<file path="src/th_pkg.sv">
package th_pkg;

  typedef logic [15:0]  th_word_t;
  typedef logic [20:0]  th_ridx_t;
  typedef logic [111:0] th_ctrl_t;  // Seven control words, CTRL_0 lowest.

  typedef enum logic [1:0] {
    MODE_ADDR  = 2'd0,
    MODE_LFSR  = 2'd1,
    MODE_WALK  = 2'd2,
    MODE_CONST = 2'd3
  } th_mode_t;

  localparam int unsigned NUM_CTRL = 7;

  localparam th_ridx_t REG_CTRL_0 = 21'd0;  // Go and mode.
  localparam th_ridx_t REG_CTRL_1 = 21'd1;  // Base address.
  localparam th_ridx_t REG_CTRL_2 = 21'd2;  // Word count.
  localparam th_ridx_t REG_CTRL_3 = 21'd3;  // Seed.
  localparam th_ridx_t REG_CTRL_4 = 21'd4;  // Fault address.
  localparam th_ridx_t REG_CTRL_5 = 21'd5;  // Fault xor mask.
  localparam th_ridx_t REG_CTRL_6 = 21'd6;  // Fault enable.

  localparam th_ridx_t ST_FLAGS     = 21'd8;
  localparam th_ridx_t ST_ERRCNT    = 21'd9;
  localparam th_ridx_t ST_FAIL_ADDR = 21'd10;
  localparam th_ridx_t ST_FAIL_EXP  = 21'd11;
  localparam th_ridx_t ST_FAIL_ACT  = 21'd12;

  localparam int unsigned FLAG_BUSY = 0;
  localparam int unsigned FLAG_DONE = 1;
  localparam int unsigned FLAG_PASS = 2;

  localparam th_word_t LFSR_TAPS = 16'hB400;

  // Picks one 16-bit word out of the packed control vector.
  function automatic th_word_t ctrl_word(th_ctrl_t ctrl, th_ridx_t idx);
    return ctrl[16*idx +: 16];
  endfunction

endpackage

</file>
<file path="src/th_pattern_gen.sv">
`timescale 1ns/1ps

module th_pattern_gen
  import th_pkg::*;
(
  input  logic     wb_clk_i,
  input  logic     wb_rst_i,
  input  logic     restart_i,
  input  logic     step_i,
  input  th_mode_t mode_i,
  input  th_word_t seed_i,
  input  th_word_t addr_i,
  output th_word_t word_o
);

  th_word_t lfsr_q;
  th_word_t lfsr_next;

  // Galois form, shifting right.
  assign lfsr_next = (lfsr_q >> 1) ^ (lfsr_q[0] ? LFSR_TAPS : th_word_t'(0));

  always_ff @(posedge wb_clk_i) begin
    if (wb_rst_i) begin
      lfsr_q <= '0;
    end else if (restart_i) begin
      lfsr_q <= seed_i;  // Restart wins over step.
    end else if (step_i) begin
      lfsr_q <= lfsr_next;
    end
  end

  always_comb begin
    case (mode_i)
      MODE_ADDR:  word_o = addr_i ^ seed_i;
      MODE_LFSR:  word_o = lfsr_q;
      MODE_WALK:  word_o = th_word_t'(1) << addr_i[3:0];
      MODE_CONST: word_o = seed_i;
      default:    word_o = '0;
    endcase
  end

endmodule

</file>
<file path="config.mk">
export PLATFORM = sky130hd
export DESIGN_NAME = th_pattern_gen
export DESIGN_NICKNAME = d
export VERILOG_FILES = /design/src/th_pkg.sv /design/src/th_pattern_gen.sv
export SDC_FILE = /design/constraint.sdc
export NUM_CORES = 1
export LEC_CHECK = 0
export BUFFER_PORTS_ARGS = -buffer_cell sky130_fd_sc_hd__buf_2
export CORE_MARGIN = 1
export CORE_UTILIZATION = 45
export DETAILED_ROUTE_END_ITERATION = 10
export GPL_TIMING_DRIVEN = 0
export PLACE_DENSITY = 0.74
export SETUP_SLACK_MARGIN = 0.4
export SLEW_MARGIN = 40
export SYNTH_ARGS = -nofsm -noshare
export SYNTH_HDL_FRONTEND = slang
export SYNTH_SLANG_ARGS = --single-unit
</file>
<file path="constraint.sdc">
create_clock -name wb_clk_i -period 1.45 [get_ports wb_clk_i]
set_clock_uncertainty 0.1 [all_clocks]
set_input_delay 0.0725 -clock wb_clk_i [delete_from_list [all_inputs] [get_ports wb_clk_i]]
set_output_delay 0.0725 -clock wb_clk_i [all_outputs]
set_load 0.05 [all_outputs]
</file>
### Yosys cells after proc, flatten, opt, wreduce, memory -nomap -nowiden

Cells that the tools add are included.

| storage, ports and cells | value |
|---|---|
| bits in registers | 16 |
| input port bits | 38 |
| logic and storage cells | 13 |

| operators by class | value |
|---|---|
| equal/unequal tests | 3 |
| bitwise gates (word level) | 2 |
| reduce and logical (&&, ||, !) cells | 2 |
| muxes and demuxes | 4 |
| shift operators | 1 |

Operator list:

| kind | number |
|---|---|
| 16-bit case mux with 4 select lines | 1 |
| 16-bit two-way mux | 3 |
| 1-bit by 4-bit << shifter with 16-bit output, first input constant | 1 |
| 15-bit by 16-bit XOR with 16-bit output | 1 |
| 16-bit XOR | 1 |
| 2-bit equality test, second input constant | 2 |
| 2-bit by 1-bit equality test with 1-bit output, second input constant | 1 |
| 2-bit zero test | 1 |
| 2-bit nonzero test | 1 |

### Logic depth before layout (Yosys ltp)

Gate-level depths: netlist of run 1.

| depth | value |
|---|---|
| depth in word-level cells | 4 |
| gate-level depth with buffers | 5 |
| mapped depth without buffers | 3 |

### Least setup slack after synthesis of run 1

OpenSTA, ideal clock, no wires.

| timing path | value |
|---|---|
| kind | input to output |
| start | input mode_i[1] |
| end | output word_o[1] |
| data required time | 1.278 ns |
| arrival time | 1.686 ns |
| cell stages on the path | 5 |
| path slack | -0.409 ns |
| buffers on the path | 2 |
| cells stage by stage | buf_6 buf_6 nor4b_4 inv_1 o21ai_0 |

| on the way | value |
|---|---|
| longest elaborated chain between the ends | 2 |

RTL lines:

| element | RTL line | source |
|---|---|---|
| start, declared | th_pattern_gen.sv:10 | `input th_mode_t mode_i,` |
| 2-bit equality test, or another cell as far along | th_pattern_gen.sv:33 | `case (mode_i)` |
| 16-bit case mux with 4 select lines (*) | th_pattern_gen.sv:33 |  |
| end, declared | th_pattern_gen.sv:13 | `output th_word_t word_o` |

Mark *: on every way between the ends. The rest lies on a longest branch, timed or not.

### Worst setup path after layout of run 1

| timing path | value |
|---|---|
| start | register lfsr_q[12] |
| end | output word_o[12] |

| on the way | value |
|---|---|
| longest elaborated chain between the ends | 1 |

RTL lines:

| element | RTL line | source |
|---|---|---|
| start, declared | th_pattern_gen.sv:16 | `th_word_t lfsr_q;` |
| start signal, assigned | th_pattern_gen.sv:26 | `lfsr_q <= seed_i;` |
| start signal, assigned | th_pattern_gen.sv:28 | `lfsr_q <= lfsr_next;` |
| 16-bit case mux with 4 select lines | th_pattern_gen.sv:33 |  |

Every way passes these cells.

==> impl_metrics.toml, run 1 <==
[power]
switching_power_uw = 710
pwr-share-comb_pct = 53.9
peakVddDrop_mv = 0.551
p_leak_nw = 1.18
internal-power_mw = 1.08
pwr_density_cell_mw_per_mm2 = 673
power_mw = 1.79
seqPwrFrac_pct = 27.8
clkPwrFrac_pct = 18.3
swShare_pct = 39.6

[finish]
multi_input_area_mm2 = 0.00139
final_area_mm2 = 0.00266
largest_register_ffs = 16
final_cell_count_no_fill = 301
final_net_count = 296
regArea_um2 = 340
diodes = 0
syn_to_final_growth_pct = 78.8
post-route-util_pct = 85.8
num-fill-cells = 172
largest-register = "lfsr_q"
top_regs = "lfsr_q: 16 flops"
drive_gt1_share_pct = 64.2

[grt]
antenna_found_initial = 0
use_met1_pct = 36.3
grt_pass1_vias = 1695
met2_usage_pct = 58.4
top_usage_layer = "met2"
met3_usage_pct = 4.37
gr-total-overflow = 0
grt_max_degree = 11
grtUsageTotal_pct = 31.2
grt_pass1_wl_mm = 8.10

[sta]
rsz0062_at_grt = "true"
finalHoldViolations = 0
slew_viol_final = 0
setup-tns-final_ps = -930
relSlewSlack_pct = 59.4
finalCritPeriodShare_pct = 110
finalSetupViolCount = 11
setup_slack_ps = -138
timing.fmax_ghz = 0.630
fin_hold_ws_ps = 92.2
tightest_slew_ps = 609
period_minus_slack_ps = 1590

[drt]
vias = 1766
viasPerCell = 5.87
wl_mm = 6.19
drt_iter0_drc = 119
firstDrtPassIters = 4
ant_nets = 0
wire_per_inst_um = 20.6
remaining_drc_errors = 0

[setup_path]
start_kind = "flop"
required_ps = 1280
worst-path-max-fanout = 2
crit_type = "reg2out"
cp_data_arrival_time_ps = 1420
crit_path_end_kind = "output pin"

[placement]
portBuffers = 47
dp_hpwl_mm = 3.38
gp_congestion = 0.811
place_area_mm2 = 0.00199
dp_cells = 264
dp_slack_ps = -242

[yosys]
synthTopCellsByCount = "21 x mux2_2, 19 x nand2_1, 19 x nor2_1"
seq_area_frac_synth_pct = 21.5
syn-num-nets = 211
syn_avg_cell_area_um2 = 8.61
ys_ff_latch = 16
netlist_top_cells_area = "dfxtp_1 22%, mux2_2 16%, mux2i_1 8.7%"
synth.distinct_cells = 30
postSynth.asyncResetShare_pct = 0
synth_area_mm2 = 0.00149
yosysMostFrequentCell = "mux2_2"
syn_inst = 173
synth_top_area_share_pct = 21.5
synth_edf_count = 0
ys.flop_type = "dfxtp_1"
yosysWarnings = 0
synth_top_area_cell = "dfxtp_1"

[flow_run]
drv_cap = 0

[outcome]
violations = "negative setup slack"
status = "finished, violations left"

[die]
core_mm2 = 0.00310
ios = 54
die_h_um = 59.5
dieArea_mm2 = 0.00354
start_util_pct = 48.0
die_x_um = 59.5
rows = 20

[cts]
cts_max_level = 1
cts.sinks = 16
cts_tree = "yes"
cts_buffer_depth = 2
clockRootBuffer = "clkbuf_4"
cts-buffers-inserted = 3
clkTransAtPathRegs_ps = 110
clk_latency_ps = 310

[worst_hold_path]
hold_class = "in2reg"
[final timing paths]
kind | start | endpoint | slack [ps] | cells past startpoint
setup / recovery | lfsr_q[12]$_SDFFE_PP0P_ | word_o[12] | -140 | 4
setup reg to reg | lfsr_q[0]$_SDFFE_PP0P_ | lfsr_q[13]$_SDFFE_PP0P_ | 130 | 5
hold / removal | wb_rst_i | lfsr_q[10]$_SDFFE_PP0P_ | 90 | 2
hold reg to reg | lfsr_q[8]$_SDFFE_PP0P_ | lfsr_q[8]$_SDFFE_PP0P_ | 560 | 3
[routing by layer]
metal | vias to the layer above | part of all wire, %
met5 | - | 0
met4 | 0 | 3.2
met3 | 23 | 6.2
met2 | 100 | 53
met1 | 858 | 38
li1 | 785 | -
[timing repair]
action	4_1_cts	5_1_grt
hold buffers	15	1
resized for setup	66	31
gates cloned	0	1
endpoints found under the setup margin	21	31
pin swaps	20	8
endpoints found under the hold margin	15	1
buffers inserted	14	2
[cells by family (layout without fill, tap and decap cells)]
kind of cell | after synthesis | in the layout | share of synthesized area, %
compound gates | 34 | 34 | 16.2
xor+xnor | 18 | 18 | 10.6
buf+inv | 17 | 101 | 6.97
flops | 16 | 16 | 21.5
mux | 37 | 37 | 27.6
simple gates | 51 | 51 | 17.1
[worst max-delay path, cell delays in order (launching register included)]
cell     delay, ps
dfxtp_2        340
mux2_4         270
a22oi_2        220
o31ai_4        120
buf_6          170
[layout by cell type, fill, tap and decap left out, drive strengths merged, types with 2 or more instances in the layout]
master,count
a21oi,3
and4bb,2
nor2,19
inv,2
dfxtp,16
a211o,3
dlygate4sd3,16
clkbuf,8
xor2,11
nand2b,3
a22oi,16
mux2,24
nand3,2
xnor2,7
nand2,19
o21ai,6
buf,75
mux2i,13
o2bb2ai,4
[area by class of cell]
type,instances,area share [%]
inverter,2,0.282
timing repair buffer,80,26.0
sequential,16,12.8
buffer,15,5.22
clock buffer,4,1.36
tap,44,2.07
multi-input combinational,140,52.3
[power groups by stage]
stage,clock [mW],sequential (mW),combinational (mW)
CTS,0.320,0.491,0.870
detailed placement,0,0.501,0.696
global placement,0,0.499,0.675
finish,0.329,0.498,0.966
global route,0.337,0.501,0.998
floorplan,0,0.494,0.527
(Power assumes the default switching activity.)
==> run 2: changes to the inputs <==
- PLACE_DENSITY: 0.74 -> 0.77
- clock period: 1.45 -> 1.4 ns (I/O delays scaled with it)
==> impl_metrics.toml, run 2 (synthesized netlist as in run 1, its figures left out) <==
[setup_path]
crit_type = "reg2out"
r2r_cells = 5
crit_path_end_kind = "output pin"
worst-path-max-fanout = 2
regToRegStartpoint = "lfsr_q[0]$_SDFFE_PP0P_"
cp_data_arrival_time_ps = 1430
start_kind = "flop"
reg2reg_slack_ps = 100
required_ps = 1230
crit_path_top_delay_cell = "dfxtp_2"
rr_endpoint = "lfsr_q[15]$_SDFFE_PP0P_"
crit_family = "flip-flops"
crit_chain = "mux2_2 > a22oi_2 > o31ai_4 > buf_6"
critPathBufInv = 1
cp-startpoint = "lfsr_q[12]$_SDFFE_PP0P_"
cp_slowest_stage_delay_ps = 350

[power]
pwr_density_cell_mw_per_mm2 = 709
peakVddDrop_mv = 0.719
p_leak_nw = 1.16

[worst_hold_path]
hold_class = "in2reg"
min_to = "lfsr_q[12]$_SDFFE_PP0P_"
hp-start = "wb_rst_i"
whs_path_depth = 2

[grt]
antenna_found_initial = 0
met2_usage_pct = 59.1
grt_pass1_vias = 1703
grt_max_degree = 11
top_usage_layer = "met2"
gr-total-overflow = 0
met3_usage_pct = 5.90
use_met1_pct = 37.3
grt_pass1_wl_mm = 8.14
grtUsageTotal_pct = 31.7

[cts]
cts_tree = "yes"
clk_latency_ps = 340
cts_buffer_depth = 2
cts_max_level = 1
cts-buffers-inserted = 3
cts.sinks = 16
clkTransAtPathRegs_ps = 120
clockRootBuffer = "clkbuf_4"

[drt]
drt_iter0_drc = 135
wire_per_inst_um = 20.2
viasPerCell = 5.89
wl_mm = 6.04
vias = 1760
remaining_drc_errors = 0
ant_nets = 0
firstDrtPassIters = 5

[finish]
layout_common_cells = "32 x buf_2, 28 x buf_6, 18 x nor2_1"
drive_gt1_share_pct = 63.9
diodes = 0
largest-register = "lfsr_q"
num-fill-cells = 187
syn_to_final_growth_pct = 76.5
mostFrequentLayoutCell = "buf_2"
final_cell_count_no_fill = 299
final_area_mm2 = 0.00263
top_regs = "lfsr_q: 16 flops"
largest_register_ffs = 16
final_net_count = 294

[placement]
portBuffers = 47
dp_cells = 264
dp_hpwl_mm = 3.06
dp_slack_ps = -249
gp_congestion = 0.804
place_area_mm2 = 0.00200

[outcome]
status = "finished, violations left"
violations = "negative setup slack"

[sta]
period_minus_slack_ps = 1600
relSlewSlack_pct = 63.4
timing.fmax_ghz = 0.625
finalHoldViolations = 0
slew_viol_final = 0
finalCritPeriodShare_pct = 114
finalSetupViolCount = 12
tightest_slew_ps = 550
setup_slack_ps = -199
setup-tns-final_ps = -1600
rsz0062_at_grt = "true"

[die]
die_h_um = 59.5
start_util_pct = 48.0
dieArea_mm2 = 0.00354
rows = 20
ios = 54
core_mm2 = 0.00310
die_x_um = 59.5

[flow_run]
drv_cap = 0
[run 2: how the worst max path moves through the flow]
stage	endpoint	cells after the start
floorplan	word_o[11]	2
global placement	word_o[12]	5
detailed placement	word_o[12]	5
CTS	word_o[12]	4
global route	word_o[12]	4
finish	word_o[12]	4
[run 2: metal layers]
layer,vias to the layer above,share of wire (%)
met5,-,0
met4,0,4.1
met3,33,7.4
met2,99,53
met1,846,36
li1,782,-
[run 2: power by group]
part	switching [mW]	total (mW)	internal (mW)
Combinational	0.520	0.984	0.464
Clock	0.203	0.363	0.160
Sequential	0.0247	0.516	0.492
[run 2: area by class of cell]
type                       count  area, µm²  area share, %
sequential                    16        340           13.0
tap                           44       55.1           2.10
timing repair buffer          78        671           25.5
inverter                       2       7.51          0.286
multi-input combinational    140       1380           52.3
buffer                        15        143           5.43
clock buffer                   4       36.3           1.38
[run 2: timing repair]
item                                   4_1_cts  5_1_grt
setup endpoints to repair                   25       32
endpoints found under the hold margin       16        0
hold buffers                                16        0
gates cloned                                 0        0
pin swaps                                   20        5
setup buffers                               13        2
gates resized for setup                     77       16
[run 2: through the flow]
| stage | power (mW) | util, % | hold slack [ps] |
|---|---|---|---|
| 6_report | 1.86 | 84.7 | 64.9 |
| 5_1_grt | 1.91 | 84.7 | 66.3 |
| 4_1_cts | 1.76 | 81.9 | 23.4 |
| 3_5_place_dp | 1.23 | 64.4 | 250 |
| 3_3_place_gp | 1.23 | 64.4 | 248 |
| 2_1_floorplan | 1.06 | - | 110 |
==> run 3: changes to the inputs <==
- CORE_ASPECT_RATIO: not set -> 1.1
==> impl_metrics.toml, run 3 (synthesized netlist as in run 1, its figures left out) <==
[outcome]
status = "finished, violations left"
violations = "design-rule violations, negative setup slack"

[flow_run]
drv_cap = 0

[power]
clkPwrFrac_pct = 14.3
switching_power_uw = 727
pwr-share-comb_pct = 57.4
swShare_pct = 39.8
internal-power_mw = 1.10
p_leak_nw = 1.22
pwr_density_cell_mw_per_mm2 = 661
peakVddDrop_mv = 0.528
seqPwrFrac_pct = 28.4

[grt]
gr-total-overflow = 0
grtUsageTotal_pct = 31.1
antenna_found_initial = 0
grt_pass1_vias = 1717
grt_pass1_wl_mm = 8.56
grt_max_degree = 11

[finish]
largest-register = "lfsr_q"
drive_gt1_share_pct = 65.8
post-route-util_pct = 89.1
diodes = 0
final_net_count = 303
top_regs = "lfsr_q: 16 flops"
syn_to_final_growth_pct = 85.5
mostFrequentLayoutCell = "buf_6"
num-fill-cells = 131
layout_common_cells = "32 x buf_6, 31 x buf_2, 19 x mux2_4"
largest_register_ffs = 16

[drt]
wl_mm = 6.23
wire_per_inst_um = 21.0
remaining_drc_errors = 6
drt_iter0_drc = 148
viasPerCell = 5.99
vias = 1780
ant_nets = 0
firstDrtPassIters = 7

[worst_hold_path]
hold_class = "in2reg"
whs_path_depth = 2

[sta]
tightest_slew_ps = 538
slew_viol_final = 0
relSlewSlack_pct = 64.1
setup_slack_ps = -167
setup-tns-final_ps = -1230
finalSetupViolCount = 11
rsz0062_at_grt = "true"
timing.fmax_ghz = 0.638
finalCritPeriodShare_pct = 112
finalHoldViolations = 0
period_minus_slack_ps = 1570
fin_hold_ws_ps = 65.1

[cts]
cts_buffer_depth = 2
cts_tree = "yes"
clk_latency_ps = 290
cts.sinks = 16
clockRootBuffer = "clkbuf_4"
cts-buffers-inserted = 3
clkTransAtPathRegs_ps = 100
cts_max_level = 1

[setup_path]
start_kind = "flop"
cp_data_arrival_time_ps = 1400
r2r_cells = 5
required_ps = 1230
crit_type = "reg2out"
crit_path_end_kind = "output pin"
reg2reg_slack_ps = 100
worst-path-max-fanout = 2

[die]
rows = 21
core_mm2 = 0.00310
start_util_pct = 48.0
ios = 54
dieArea_mm2 = 0.00354
die_x_um = 56.8
die_h_um = 62.3

[placement]
gp_congestion = 0.782
portBuffers = 47
dp_hpwl_mm = 3.05
-- run 3: power groups by stage --
stage / registers [mW] / clock network [mW] / logic, mW
5_1_grt: 0.520 / 0.285 / 1.09
3_3_place_gp: 0.518 / 0 / 0.710
3_5_place_dp: 0.520 / 0 / 0.717
6_report: 0.517 / 0.260 / 1.05
4_1_cts: 0.512 / 0.254 / 0.910
2_1_floorplan: 0.512 / 0 / 0.551
-- run 3: metal layers --
| layer | global-route usage (%) | part of all wire (%) |
|---|---|---|
| met5 | 0 | 0 |
| met3 | 6.46 | 6.0 |
| met4 | 7.32 | 2.2 |
| met1 | 37.0 | 39 |
| met2 | 56.4 | 52 |
-- run 3: path summary, 6_finish.rpt --
| check | from | end |
|---|---|---|
| max | lfsr_q[14]$_SDFFE_PP0P_ | word_o[14] |
| min reg2reg | lfsr_q[10]$_SDFFE_PP0P_ | lfsr_q[10]$_SDFFE_PP0P_ |
| max reg2reg | lfsr_q[0]$_SDFFE_PP0P_ | lfsr_q[0]$_SDFFE_PP0P_ |
| min | wb_rst_i | lfsr_q[6]$_SDFFE_PP0P_ |
-- run 3: repair_timing --
item | in CTS | in global routing
gates resized for setup | 79 | 31
pin swaps | 19 | 12
endpoints found under the hold margin | 16 | 0
setup buffers | 11 | 13
endpoints found under the setup margin | 25 | 32
hold buffers | 16 | 0
-- run 3: area by class of cell --
type / count / area (µm²) / share of cell area [%]
multi-input cells: 140 / 1420 / 51.3
repair buffers: 87 / 783 / 28.4
flip-flops and latches: 16 / 340 / 12.3
plain buffers: 15 / 148 / 5.35
well taps: 34 / 42.5 / 1.54
clock buffers: 3 / 22.5 / 0.816
inverters: 2 / 7.51 / 0.272
-- run 3: through the flow --
| stage | std cells | setup slack [ps] | cell area (µm²) | power [mW] |
|---|---|---|---|---|
| 5_1_grt | 297 | -211 | 2760 | 1.89 |
| 3_3_place_gp | 254 | -254 | 1990 | 1.23 |
| 3_5_place_dp | 254 | -230 | 1990 | 1.24 |
| 4_1_cts | 284 | -160 | 2510 | 1.68 |
| 6_report | 297 | -167 | 2760 | 1.82 |
| 2_1_floorplan | 173 | 30.5 | 1710 | 1.06 |
-- run 3: worst max-delay path, stage by stage (launching register included) --
cell and delay [ps]:
dfxtp_2 340, mux2_4 270, a22oi_2 230, o21ai_4 100
buf_8 160
